### src/hdl/filter_cfg_pkg.sv
// Filter condition loader definitions
`default_nettype none

package filter_cfg_pkg;

    // ----------------------------------------
    // Widths and sizes
    // ----------------------------------------
    localparam int DATA_W      = 32;
    localparam int OFFSET_W    = 16;
    localparam int SHIFT_W     = 4;
    localparam int NUM_FIELDS  = 4;
    localparam int CFG_WORDS   = 8;
    localparam int FIFO_DEPTH  = 16;
    localparam int PROG_THRESH = 8;
    localparam int FIFO_ADDR_W = $clog2(FIFO_DEPTH);

    // ----------------------------------------
    // Plain vector types
    // ----------------------------------------
    typedef logic [DATA_W-1:0]                data_word_t;
    typedef logic [OFFSET_W-1:0]              seq_index_t;
    typedef logic [NUM_FIELDS-1:0]            field_mask_t;
    typedef logic [NUM_FIELDS*NUM_FIELDS-1:0] ops_mask_t;
    typedef logic [3:0]                       cu_id_t;
    typedef logic [3:0]                       bundle_id_t;
    typedef logic [3:0]                       lane_id_t;
    typedef logic [3:0]                       buffer_id_t;
    typedef logic [FIFO_ADDR_W-1:0]           fifo_ptr_t;
    // One extra bit so a full FIFO is distinct from an empty one
    typedef logic [FIFO_ADDR_W:0]             fifo_count_t;

    // ----------------------------------------
    // Encodings
    // ----------------------------------------
    typedef enum logic [1:0] {
        CLASS_NONE,
        CLASS_DATA,
        CLASS_CU_SETUP,
        CLASS_ENGINE_SETUP
    } setup_class_t;

    typedef enum logic [2:0] {
        FOP_EQ,
        FOP_NE,
        FOP_LT,
        FOP_LE,
        FOP_GT,
        FOP_GE,
        FOP_NOP
    } filter_op_t;

    // ----------------------------------------
    // Records
    // ----------------------------------------
    typedef struct packed {
        cu_id_t     cu;
        bundle_id_t bundle;
        lane_id_t   lane;
        buffer_id_t buffer;
    } route_id_t;

    // Memory response as seen by the engine
    typedef struct packed {
        setup_class_t         setup_class;
        seq_index_t           offset;
        logic [SHIFT_W-1:0]   shift_amount;
        data_word_t           data;
    } mem_packet_t;

    typedef struct packed {
        filter_op_t  filter_op;
        field_mask_t filter_mask;
        field_mask_t const_mask;
        data_word_t  const_value;
        ops_mask_t   ops_mask;
        logic        break_flag;
        logic        continue_flag;
        logic        ternary_flag;
        logic        conditional_flag;
        route_id_t   if_route;
        route_id_t   else_route;
    } filter_cond_cfg_t;

    // Sequence index of a packet, offset scaled down by its shift
    function automatic seq_index_t seq_index_of(input mem_packet_t pkt);
        return pkt.offset >> pkt.shift_amount;
    endfunction

endpackage

`default_nettype wire

### src/hdl/cfg_fifo_sync.sv
// Synchronous FIFO with registered read
`timescale 1ns/1ps
`default_nettype none

module cfg_fifo_sync #(
    parameter int unsigned width = 8
) (
    input  wire logic             ap_clk,
    input  wire logic             rst_n,
    input  wire logic             wr_en,
    input  wire logic [width-1:0] din,
    input  wire logic             rd_en,
    output logic      [width-1:0] dout,
    output logic                  rd_valid,
    output logic                  empty,
    output logic                  almost_full
);
    import filter_cfg_pkg::*;

    logic [width-1:0] mem [FIFO_DEPTH];
    fifo_ptr_t        wr_ptr;
    fifo_ptr_t        rd_ptr;
    fifo_count_t      count;
    logic             full;
    logic             wr_ok;
    logic             rd_ok;

    assign full        = (count == FIFO_DEPTH);
    assign empty       = (count == '0);
    assign almost_full = (count >= PROG_THRESH);

    // Reads on an empty FIFO are dropped here
    assign wr_ok = wr_en & ~full;
    assign rd_ok = rd_en & ~empty;

    // ----------------------------------------
    // Pointers and occupancy
    // ----------------------------------------
    always_ff @(posedge ap_clk) begin
        if (!rst_n) begin
            wr_ptr   <= '0;
            rd_ptr   <= '0;
            count    <= '0;
            rd_valid <= 1'b0;
        end else begin
            rd_valid <= rd_ok;
            if (wr_ok) begin
                wr_ptr <= wr_ptr + 1'b1;
            end
            if (rd_ok) begin
                rd_ptr <= rd_ptr + 1'b1;
            end
            case ({wr_ok, rd_ok})
                2'b10:   count <= count + 1'b1;
                2'b01:   count <= count - 1'b1;
                default: count <= count;
            endcase
        end
    end

    // Storage and read data
    always_ff @(posedge ap_clk) begin
        if (wr_ok) begin
            mem[wr_ptr] <= din;
        end
        if (rd_ok) begin
            dout <= mem[rd_ptr];
        end
    end

    // Upstream must respect almost_full, so a full FIFO never sees a write
    a_no_write_when_full : assert property (
        @(posedge ap_clk) disable iff (!rst_n) wr_en |-> !full
    );

endmodule

`default_nettype wire

### src/hdl/response_admit.sv
// Response class and window filter
`timescale 1ns/1ps
`default_nettype none

module response_admit #(
    parameter filter_cfg_pkg::seq_index_t seq_base = '0
) (
    input  wire logic                        ap_clk,
    input  wire logic                        rst_n,
    input  wire logic                        resp_valid,
    input  wire filter_cfg_pkg::mem_packet_t resp_packet,
    output logic                             push,
    output filter_cfg_pkg::mem_packet_t      push_packet
);
    import filter_cfg_pkg::*;

    logic        valid_q;
    mem_packet_t packet_q;
    seq_index_t  seq_idx;
    logic        is_setup;
    logic        in_window;

    // ----------------------------------------
    // Input register
    // ----------------------------------------
    always_ff @(posedge ap_clk) begin
        if (!rst_n) begin
            valid_q <= 1'b0;
        end else begin
            valid_q <= resp_valid;
        end
    end

    always_ff @(posedge ap_clk) begin
        packet_q <= resp_packet;
    end

    // Class and window test
    assign seq_idx   = seq_index_of(packet_q);
    assign is_setup  = (packet_q.setup_class == CLASS_CU_SETUP) ||
                       (packet_q.setup_class == CLASS_ENGINE_SETUP);
    assign in_window = (seq_idx >= seq_base) && (seq_idx < seq_base + CFG_WORDS);

    assign push        = valid_q & is_setup & in_window;
    assign push_packet = packet_q;

    // Data traffic seen at the input one cycle earlier never reaches the FIFO
    a_setup_only : assert property (
        @(posedge ap_clk) disable iff (!rst_n)
        push |-> $past(resp_packet.setup_class) inside {CLASS_CU_SETUP, CLASS_ENGINE_SETUP}
    );

endmodule

`default_nettype wire

### src/hdl/cfg_word_sequencer.sv
// Configuration word tracker and decoder
`timescale 1ns/1ps
`default_nettype none

module cfg_word_sequencer #(
    parameter filter_cfg_pkg::seq_index_t seq_base = '0
) (
    input  wire logic                        ap_clk,
    input  wire logic                        rst_n,
    input  wire logic                        resp_empty,
    input  wire logic                        cfg_almost_full,
    output logic                             pop,
    input  wire logic                        word_valid,
    input  wire filter_cfg_pkg::mem_packet_t word,
    output logic                             rec_push,
    output filter_cfg_pkg::filter_cond_cfg_t rec
);
    import filter_cfg_pkg::*;

    logic [CFG_WORDS-1:0] slot;
    logic                 word_valid_q;
    mem_packet_t          word_q;
    logic                 done;

    // Hold off while a finished record goes out
    assign pop      = ~resp_empty & ~cfg_almost_full & ~done;
    assign rec_push = done;

    // ----------------------------------------
    // One-hot slot tracker
    // ----------------------------------------
    always_ff @(posedge ap_clk) begin
        if (!rst_n) begin
            slot         <= '0;
            word_valid_q <= 1'b0;
            done         <= 1'b0;
        end else begin
            word_valid_q <= word_valid;
            done         <= word_valid_q & slot[CFG_WORDS-1];
            if (word_valid) begin
                // Base word restarts the record
                if (seq_index_of(word) == seq_base) begin
                    slot <= CFG_WORDS'(1);
                end else begin
                    slot <= slot << 1;
                end
            end else if (done && slot[CFG_WORDS-1]) begin
                slot <= '0;
            end
        end
    end

    always_ff @(posedge ap_clk) begin
        word_q <= word;
    end

    // ----------------------------------------
    // Field decode
    // ----------------------------------------
    always_ff @(posedge ap_clk) begin
        if (word_valid_q) begin
            case (slot)
                8'b0000_0001: rec.filter_op   <= filter_op_t'(word_q.data[2:0]);
                8'b0000_0010: rec.filter_mask <= word_q.data[NUM_FIELDS-1:0];
                8'b0000_0100: rec.const_mask  <= word_q.data[NUM_FIELDS-1:0];
                8'b0000_1000: rec.const_value <= word_q.data;
                8'b0001_0000: rec.ops_mask    <= word_q.data[NUM_FIELDS*NUM_FIELDS-1:0];
                8'b0010_0000: begin
                    rec.break_flag       <= word_q.data[0];
                    rec.continue_flag    <= word_q.data[1];
                    rec.ternary_flag     <= word_q.data[2];
                    rec.conditional_flag <= word_q.data[3];
                end
                8'b0100_0000: begin
                    rec.if_route.cu     <= word_q.data[3:0];
                    rec.if_route.bundle <= word_q.data[7:4];
                    rec.if_route.lane   <= word_q.data[11:8];
                    rec.if_route.buffer <= word_q.data[15:12];
                end
                8'b1000_0000: begin
                    rec.else_route.cu     <= word_q.data[3:0];
                    rec.else_route.bundle <= word_q.data[7:4];
                    rec.else_route.lane   <= word_q.data[11:8];
                    rec.else_route.buffer <= word_q.data[15:12];
                end
                default: rec <= rec;
            endcase
        end
    end

    a_slot_onehot : assert property (
        @(posedge ap_clk) disable iff (!rst_n) $onehot0(slot)
    );

endmodule

`default_nettype wire

### src/hdl/filter_cond_config_loader.sv
// Filter condition configuration loader
`timescale 1ns/1ps
`default_nettype none

module filter_cond_config_loader #(
    parameter int unsigned window_index = 0
) (
    input  wire logic                        ap_clk,
    input  wire logic                        rst_n,
    input  wire logic                        resp_valid,
    input  wire filter_cfg_pkg::mem_packet_t resp_packet,
    output logic                             resp_almost_full,
    input  wire logic                        cfg_ready,
    output logic                             cfg_valid,
    output filter_cfg_pkg::filter_cond_cfg_t cfg_record
);
    import filter_cfg_pkg::*;

    logic             admit_push;
    mem_packet_t      admit_packet;
    logic             seq_pop;
    logic             resp_word_valid;
    mem_packet_t      resp_word;
    logic             resp_empty;
    logic             rec_push;
    filter_cond_cfg_t rec;
    logic             cfg_almost_full;

    // ----------------------------------------
    // Admission
    // ----------------------------------------
    response_admit #(
        .seq_base(seq_index_t'(window_index * CFG_WORDS))
    ) i_admit (
        .ap_clk     (ap_clk),
        .rst_n      (rst_n),
        .resp_valid (resp_valid),
        .resp_packet(resp_packet),
        .push       (admit_push),
        .push_packet(admit_packet)
    );

    // Response FIFO
    cfg_fifo_sync #(
        .width($bits(mem_packet_t))
    ) i_resp_fifo (
        .ap_clk     (ap_clk),
        .rst_n      (rst_n),
        .wr_en      (admit_push),
        .din        (admit_packet),
        .rd_en      (seq_pop),
        .dout       (resp_word),
        .rd_valid   (resp_word_valid),
        .empty      (resp_empty),
        .almost_full(resp_almost_full)
    );

    // ----------------------------------------
    // Decode
    // ----------------------------------------
    cfg_word_sequencer #(
        .seq_base(seq_index_t'(window_index * CFG_WORDS))
    ) i_sequencer (
        .ap_clk         (ap_clk),
        .rst_n          (rst_n),
        .resp_empty     (resp_empty),
        .cfg_almost_full(cfg_almost_full),
        .pop            (seq_pop),
        .word_valid     (resp_word_valid),
        .word           (resp_word),
        .rec_push       (rec_push),
        .rec            (rec)
    );

    // Configuration FIFO, popped directly by the consumer
    cfg_fifo_sync #(
        .width($bits(filter_cond_cfg_t))
    ) i_cfg_fifo (
        .ap_clk     (ap_clk),
        .rst_n      (rst_n),
        .wr_en      (rec_push),
        .din        (rec),
        .rd_en      (cfg_ready),
        .dout       (cfg_record),
        .rd_valid   (cfg_valid),
        .empty      (),
        .almost_full(cfg_almost_full)
    );

endmodule

`default_nettype wire

### config.mk
export PLATFORM = sky130hd
export DESIGN_NAME = filter_cond_config_loader
export DESIGN_NICKNAME = d
export VERILOG_FILES = /design/src/hdl/filter_cfg_pkg.sv /design/src/hdl/cfg_fifo_sync.sv /design/src/hdl/response_admit.sv /design/src/hdl/cfg_word_sequencer.sv /design/src/hdl/filter_cond_config_loader.sv
export SDC_FILE = /design/constraint.sdc
export NUM_CORES = 2
export LEC_CHECK = 0
export ABC_AREA = 1
export BUFFER_PORTS_ARGS = -buffer_cell sky130_fd_sc_hd__buf_2
export CORE_MARGIN = 5
export CORE_UTILIZATION = 40
export CTS_CLUSTER_DIAMETER = 80
export DETAILED_ROUTE_END_ITERATION = 10
export PLACE_DENSITY = 0.64
export SETUP_SLACK_MARGIN = 0.05
export SLEW_MARGIN = 20
export SYNTH_ARGS = -nofsm -noshare
export SYNTH_HDL_FRONTEND = slang
export SYNTH_HIERARCHICAL = 1
export SYNTH_SLANG_ARGS = --single-unit
### constraint.sdc
create_clock -name ap_clk -period 11.7 [get_ports ap_clk]
set_input_delay 0.585 -clock ap_clk [delete_from_list [all_inputs] [get_ports ap_clk]]
set_output_delay 0.585 -clock ap_clk [all_outputs]
set_load 0.01 [all_outputs]
## Word-level counts from Yosys, hierarchy flattened

Memories as Yosys holds them, arrays and structs flattened. A register that Yosys moved wholly into a read port is not among the register bits.
Cells that the tools add are included.

- Register bits: 220
- Output and inout port bits: 97
- Input bits: 58
- RAM bits: 2384
- Memories kept: 2

Memory list:

| name | words | bits a word | read ports | clocked after memory_dff | wr ports | line | source |
|---|---|---|---|---|---|---|---|
| i_cfg_fifo.mem | 16 | 95 | 1 | 1 | 1 | cfg_fifo_sync.sv:20 | `logic [width-1:0] mem [FIFO_DEPTH];` |
| i_resp_fifo.mem | 16 | 54 | 1 | 1 | 1 | cfg_fifo_sync.sv:20 |  |

- Order comparisons: 4
- $add $sub $neg: 8
- Bitwise gates (word level): 15
- Reductions and logical operators: 17
- Equal/unequal tests: 16
- Multiplexer cells: 9
- Shift operators: 2

Operator list:

| operator | count |
|---|---|
| right shift 16 x 4 -> 16 bit | 2 |
| two-way mux 8 bit | 3 |
| case mux 5 bit (2 select lines) | 2 |
| adder 4 x 1 -> 4 bit, second input constant | 4 |
| greater-or-equal comparator 16 x 1 -> 1 bit, second input constant | 1 |
| zero test 16 bit | 1 |
| < comparator 16 x 4 -> 1 bit, second input constant | 1 |
| AND reduction 2 bit | 8 |
| adder 5 x 1 -> 5 bit, second input constant | 2 |
| equality test 5 bit, second input constant | 2 |
| greater-or-equal comparator 5 x 4 -> 1 bit, second input constant | 2 |
| zero test 5 bit | 2 |
| subtractor 5 x 1 -> 5 bit, second input constant | 2 |
| AND 1 bit | 9 |
| equality test 2 bit, second input constant | 4 |
| equality test 8 x 1 -> 1 bit, second input constant | 1 |
| equality test 8 x 2 -> 1 bit, second input constant | 1 |
| equality test 8 x 3 -> 1 bit, second input constant | 1 |
| equality test 8 x 4 -> 1 bit, second input constant | 1 |
| equality test 8 x 5 -> 1 bit, second input constant | 1 |
| equality test 8 x 6 -> 1 bit, second input constant | 1 |
| equality test 8 x 7 -> 1 bit, second input constant | 1 |
| equality test 8 bit, second input constant | 1 |
| NOT 1 bit | 6 |
| other kinds (5) | 12 |

## Depth between registers and ports, before layout

- Depth in word-level cells: 7
- Gate-level depth with buffers: 18
- Mapped depth without buffers: 18

## Hierarchy

Netlist, hierarchy kept.

Modules (own cells, without submodules):

| module | area an instance (µm²) | cells an instance | times used |
|---|---|---|---|
| cfg_fifo_sync at i_cfg_fifo | 68443.1 | 6346 | 1 |
| cfg_fifo_sync at i_resp_fifo | 39196.3 | 3664 | 1 |
| cfg_word_sequencer | 4414.2 | 298 | 1 |
| response_admit | 1485.2 | 138 | 1 |

## Worst setup path after synthesis

OpenSTA, ideal clock, no wires.

- Path type: reg-to-reg
- Start point: register i_cfg_fifo.count[0]
- End point: memory i_cfg_fifo/mem[0][0] (netlist name), enable pin
- Arrival: 4.885 ns
- Clock period less this slack: 5.435 ns
- Cell stages (with the launch flop): 7
- Slack: 6.265 ns
- Setup time: 0.549 ns
- Buffers on the path: 0
- Cell sequence: dfxtp_1 -> nor2_1 -> nand3_1 -> nand2_1 -> inv_1 -> nand2_1 -> nor2_1

- Cells in the longest elaborated chain, start to end: 5

RTL lines:

| element | line | source |
|---|---|---|
| start: declaration | cfg_fifo_sync.sv:23 | `fifo_count_t count;` |
| start signal: assignment | cfg_fifo_sync.sv:54 | `2'b10: count <= count + 1'b1;` |
| start signal: assignment | cfg_fifo_sync.sv:55 | `2'b01: count <= count - 1'b1;` |
| start signal: assignment | cfg_fifo_sync.sv:56 | `default: count <= count;` |
| equality test 5 bit | cfg_fifo_sync.sv:28 | `assign full = (count == FIFO_DEPTH);` |
| NOT 1 bit | cfg_fifo_sync.sv:33 | `assign wr_ok = wr_en & ~full;` |
| AND 1 bit | cfg_fifo_sync.sv:33 |  |
| two-way mux 1 bit | cfg_fifo_sync.sv:63 | `if (wr_ok) begin` |
| two-way mux 1 bit (implied by the code) | cfg_fifo_sync.sv:64 | `mem[wr_ptr] <= din;` |
| end: declaration | cfg_fifo_sync.sv:20 |  |

No other way between the ends.

## Final worst setup path

- Start point: register i_admit.packet_q, in the netlist i_admit/push_packet[32]
- End point: memory i_resp_fifo/mem[8][26] (netlist name), enable pin

- Cells in the longest elaborated chain, start to end: 7
- Elaborated cells on any way between the ends: 8
- Classes of those cells: 2 x order compare; 1 x shift; 2 x mux; 2 x bitwise; 1 x reduce/logical

RTL lines:

| element | line | source |
|---|---|---|
| start: declaration | response_admit.sv:18 | `mem_packet_t packet_q;` |
| start signal: assignment | response_admit.sv:35 | `packet_q <= resp_packet;` |
| right shift 16 x 4 -> 16 bit (*) | filter_cfg_pkg.sv:87 | `return pkt.offset >> pkt.shift_amount;` |
| greater-or-equal comparator 16 x 1 -> 1 bit or < comparator 16 x 4 -> 1 bit (tied branches) | response_admit.sv:42 | `assign in_window = (seq_idx >= seq_base) && (seq_idx < seq_base + CFG_WORDS);` |
| logical AND 1 bit (*) | response_admit.sv:42 |  |
| AND 1 bit (*) | response_admit.sv:44 | `assign push = valid_q & is_setup & in_window;` |
| via admit_push | filter_cond_config_loader.sv:19 | `logic admit_push;` |
| AND 1 bit (*) | cfg_fifo_sync.sv:33 |  |
| two-way mux 1 bit (*) | cfg_fifo_sync.sv:63 |  |
| two-way mux 1 bit (implied by the code) (*) | cfg_fifo_sync.sv:64 |  |
| end: declaration | cfg_fifo_sync.sv:20 |  |

The timed path passes the listed nets; every way through them passes the cells marked *.

==> insert_results.sql <==
INSERT INTO impl_metrics (metric_group, metric, value, unit) VALUES
('cts', 'clkLatencyLatePin', '0.90', 'ns'),
('layout', 'final_layout_size_suffix_gt1_share', '7.19', '%'),
('logic_synthesis', 'synth_cells', '10300', ''),
('timing', 'slew_at_the_pin_with_the_worst_max_slew_slack', '1.20', 'ns'),
('cts', 'cts.path.max_buffers', '4', ''),
('routing', 'drt_pass1_iterations', '6', ''),
('place', 'routabilityCongestion', '0.786', ''),
('critical_path', 'timing.critical_path.cells', 'inv_2 > nand2_1 > nand3_1 > nand2_1 > o21bai_1 > nor2_1 > nand3_1 > nor2_2 > nand2_1 > inv_1 > nand2_1 > nor2_4 > buf_4', ''),
('logic_synthesis', 'postSynthNetCount', '10400', ''),
('power', 'static-leakage-power', '52.1', 'nW'),
('critical_path', 'critPathTopFamily', 'simple AND/OR/NAND/NOR gates', ''),
('layout', 'filler_cell_count_in_the_final_layout', '24800', ''),
('die', 'die_height', '539', 'microns'),
('routing', 'drt-initial-drc-count', '7045', ''),
('cts', 'cts_sinks', '2718', ''),
('routing', 'remaining_drc_errors', '0', ''),
('routing', 'via_per_inst', '5.02', ''),
('global_route', 'largest_net_degree_at_the_start_of_global_routing', '202', ''),
('layout', 'multi_input_comb_area', '0.0227', 'sq mm'),
('die', 'dieArea', '0.291', 'sq mm'),
('routing', 'vias', '72400', ''),
('flow_run', 'max_cap_viol_count', '0', ''),
('global_route', 'grt_antenna_before_repair', '27', ''),
('critical_path', 'endpoint_kind', 'register', ''),
('power', 'worst_case_vdd_ir_drop', '0.156', 'mV'),
('global_route', 'overflow', '0', ''),
('layout', 'regArea', '0.0804', 'sq mm'),
('place', 'hpwlAfterDp', '142000', 'microns'),
('critical_path', 'critPathMaxStageDelay', '0.92', 'ns'),
('layout', 'area_delta_synth_final', '12.8', '%'),
('critical_path', 'maximum_fanout_along_the_worst_path', '31', ''),
('timing', 'slew_violations', '0', ''),
('timing', 'fin_crit', '4.78', 'ns'),
('die', 'num_rows', '194', ''),
('die', 'start_util', '40.2', '%'),
('global_route', 'grt_pass1_vias', '70200', ''),
('critical_path', 'worst-endpoint-required', '12.21', 'ns'),
('cts', 'cts_root_buf', 'clkbuf_16', ''),
('critical_path', 'worstPathBufferInverterCount', '3', ''),
('die', 'ioPinCount', '155', ''),
('critical_path', 'launching_element_type_of_the_critical_path', 'register', ''),
('power', 'swShare', '27.4', '%'),
('die', 'placeableCoreArea', '0.279', 'sq mm'),
('timing', 'achievable-frequency', '0.209', 'GHz'),
('cts', 'htree_num_levels', '5', ''),
('critical_path', 'timing.critical_path.slowest_stage_cell', 'nor2_4', ''),
('timing', 'final.setup_skew', '0.0677', 'ns'),
('place', 'number_of_port_buffers', '153', ''),
('place', 'dpl.cell_count', '13800', ''),
('power', 'part_of_the_total_power_dissipated_in_sequential_elements', '47.2', '%'),
('critical_path', 'setup.worst_path.class', 'reg -> reg', ''),
('timing', 'final.setup.tns', '0', 'ns'),
('logic_synthesis', 'synthesis.yosys.warnings', '6', ''),
('timing', 'tcrit_tclk_final', '40.9', '%'),
('cts', 'cts_tree', 'yes', ''),
('timing', 'hold_slack', '0.201', 'ns'),
('status', 'status', 'completed', ''),
('timing', 'final-hold-violation-count', '0', ''),
('critical_path', 'worst_ep_arrival_time', '5.29', 'ns'),
('timing', 'grt_setup_unrepaired', 'no', ''),
('power', 'internal_power', '17.1', 'mW'),
('critical_path', 'reg2reg_from', 'i_admit/push_packet[32]', ''),
('critical_path', 'critPathMostFrequentCell', 'nand2_1', ''),
('routing', 'detail_route.wirelength', '287000', 'microns'),
('layout', 'post_layout_nonfiller_instances', '14400', ''),
('logic_synthesis', 'syn-cell-area', '0.112', 'sq mm'),
('cts', 'cts_repair_resize_count', '0', ''),
('min_path', 'holdCritStartpoint', 'rst_n', ''),
('timing', 'setup_viol', '0', ''),
('min_path', 'hp-class', 'in -> reg', ''),
('timing', 'timing.max_slew.rel_slack', '20.2', '%');
-- power groups by stage --
stage          clock network (mW)  logic, mW  registers (mW)
4_1_cts                      9.17       3.44            11.1
5_1_grt                      9.59       3.82            11.1
3_3_place_gp                    0       3.35            11.3
2_1_floorplan                   0       2.44            11.2
6_report                     9.01       3.43            11.1
3_5_place_dp                    0       3.41            11.3
-- flip-flops by register name, summed over array words and instances (netlist names), 4 cells and up --
name and cells:
i_cfg_fifo/mem 1520, i_resp_fifo/mem 832, i_cfg_fifo/dout 95, i_sequencer/rec 95, i_admit/push_packet 53, i_resp_fifo/dout 52
i_sequencer/word_q 32, i_sequencer/slot 8, i_cfg_fifo/count 5, i_resp_fifo/count 5, i_cfg_fifo/rd_ptr 4, i_cfg_fifo/wr_ptr 4
i_resp_fifo/rd_ptr 4, i_resp_fifo/wr_ptr 4
-- metal layers --
layer | up-vias | wire (microns) | global-route usage (%)
met5 | - | 13 | 0
met4 | 2 | 10200 | 6.89
met3 | 598 | 22400 | 2.78
met2 | 2967 | 139000 | 32.4
met1 | 35100 | 115000 | 25.0
li1 | 33800 | - | -
-- worst register-to-register path, stage by stage, from the launching register on --
cell and delay [ns]:
dfxtp_1 0.90, inv_2 0.31, nand2_1 0.16, nand3_1 0.10, nand2_1 0.11, o21bai_1 0.06, nor2_1 0.10, nand3_1 0.10
nor2_2 0.26, nand2_1 0.19, inv_1 0.19, nand2_1 0.26, nor2_4 0.92, buf_4 0.73
-- final cells by class --
| class | instances | area share [%] |
|---|---|---|
| tap | 3724 | 3.68 |
| antenna | 20 | 0.0396 |
| multi-input combinational | 5264 | 17.9 |
| clock inverter | 159 | 1.17 |
| sequential | 2718 | 63.6 |
| inverter | 1839 | 5.50 |
| timing repair buffer | 327 | 1.83 |
| clock buffer | 369 | 6.27 |
-- path summary, 6_finish.rpt --
check	end	slack, ns	depth (start not counted)
hold / removal	i_admit/valid_q	0.20	4
hold reg to reg	i_sequencer/word_q[6]	0.33	0
setup reg to reg	i_resp_fifo/mem[8][26]	6.92	13
setup / recovery	i_resp_fifo/mem[8][26]	6.92	13
-- metrics by stage --
stage	power [mW]	worst slack, ns	area [sq um]	utilization, %
after global routing	24.5	6.53	126000	45.3
final	23.6	6.92	126000	45.3
after detailed placement	14.7	7.00	116000	41.7
after floorplan	13.7	6.27	112000	-
after CTS	23.7	6.97	126000	45.3
after global placement	14.7	7.04	116000	41.7
-- layout by cell type (no fill, tap or decap), types with 18 or more instances in the layout --
cell type,n
ha_1,18
inv_1,1824
clkbuf_16,300
nand2_1,3259
nor2_1,62
buf_2,153
bufinv_16,18
clkinv_1,54
buf_4,109
clkinv_2,47
nor2_4,32
dlygate4sd3_1,55
diode_2,20
edfxtp_1,2594
clkbuf_1,53
a21oi_1,18
nand3_1,1811
dfxtp_1,116
-- timing repair --
| item | CTS | global route |
|---|---|---|
| hold endpoints to repair | 55 | 0 |
| hold buffers | 55 | 0 |
| endpoints found under the setup margin | 0 | 0 |
Note: power is estimated with default switching activity, not from simulation.
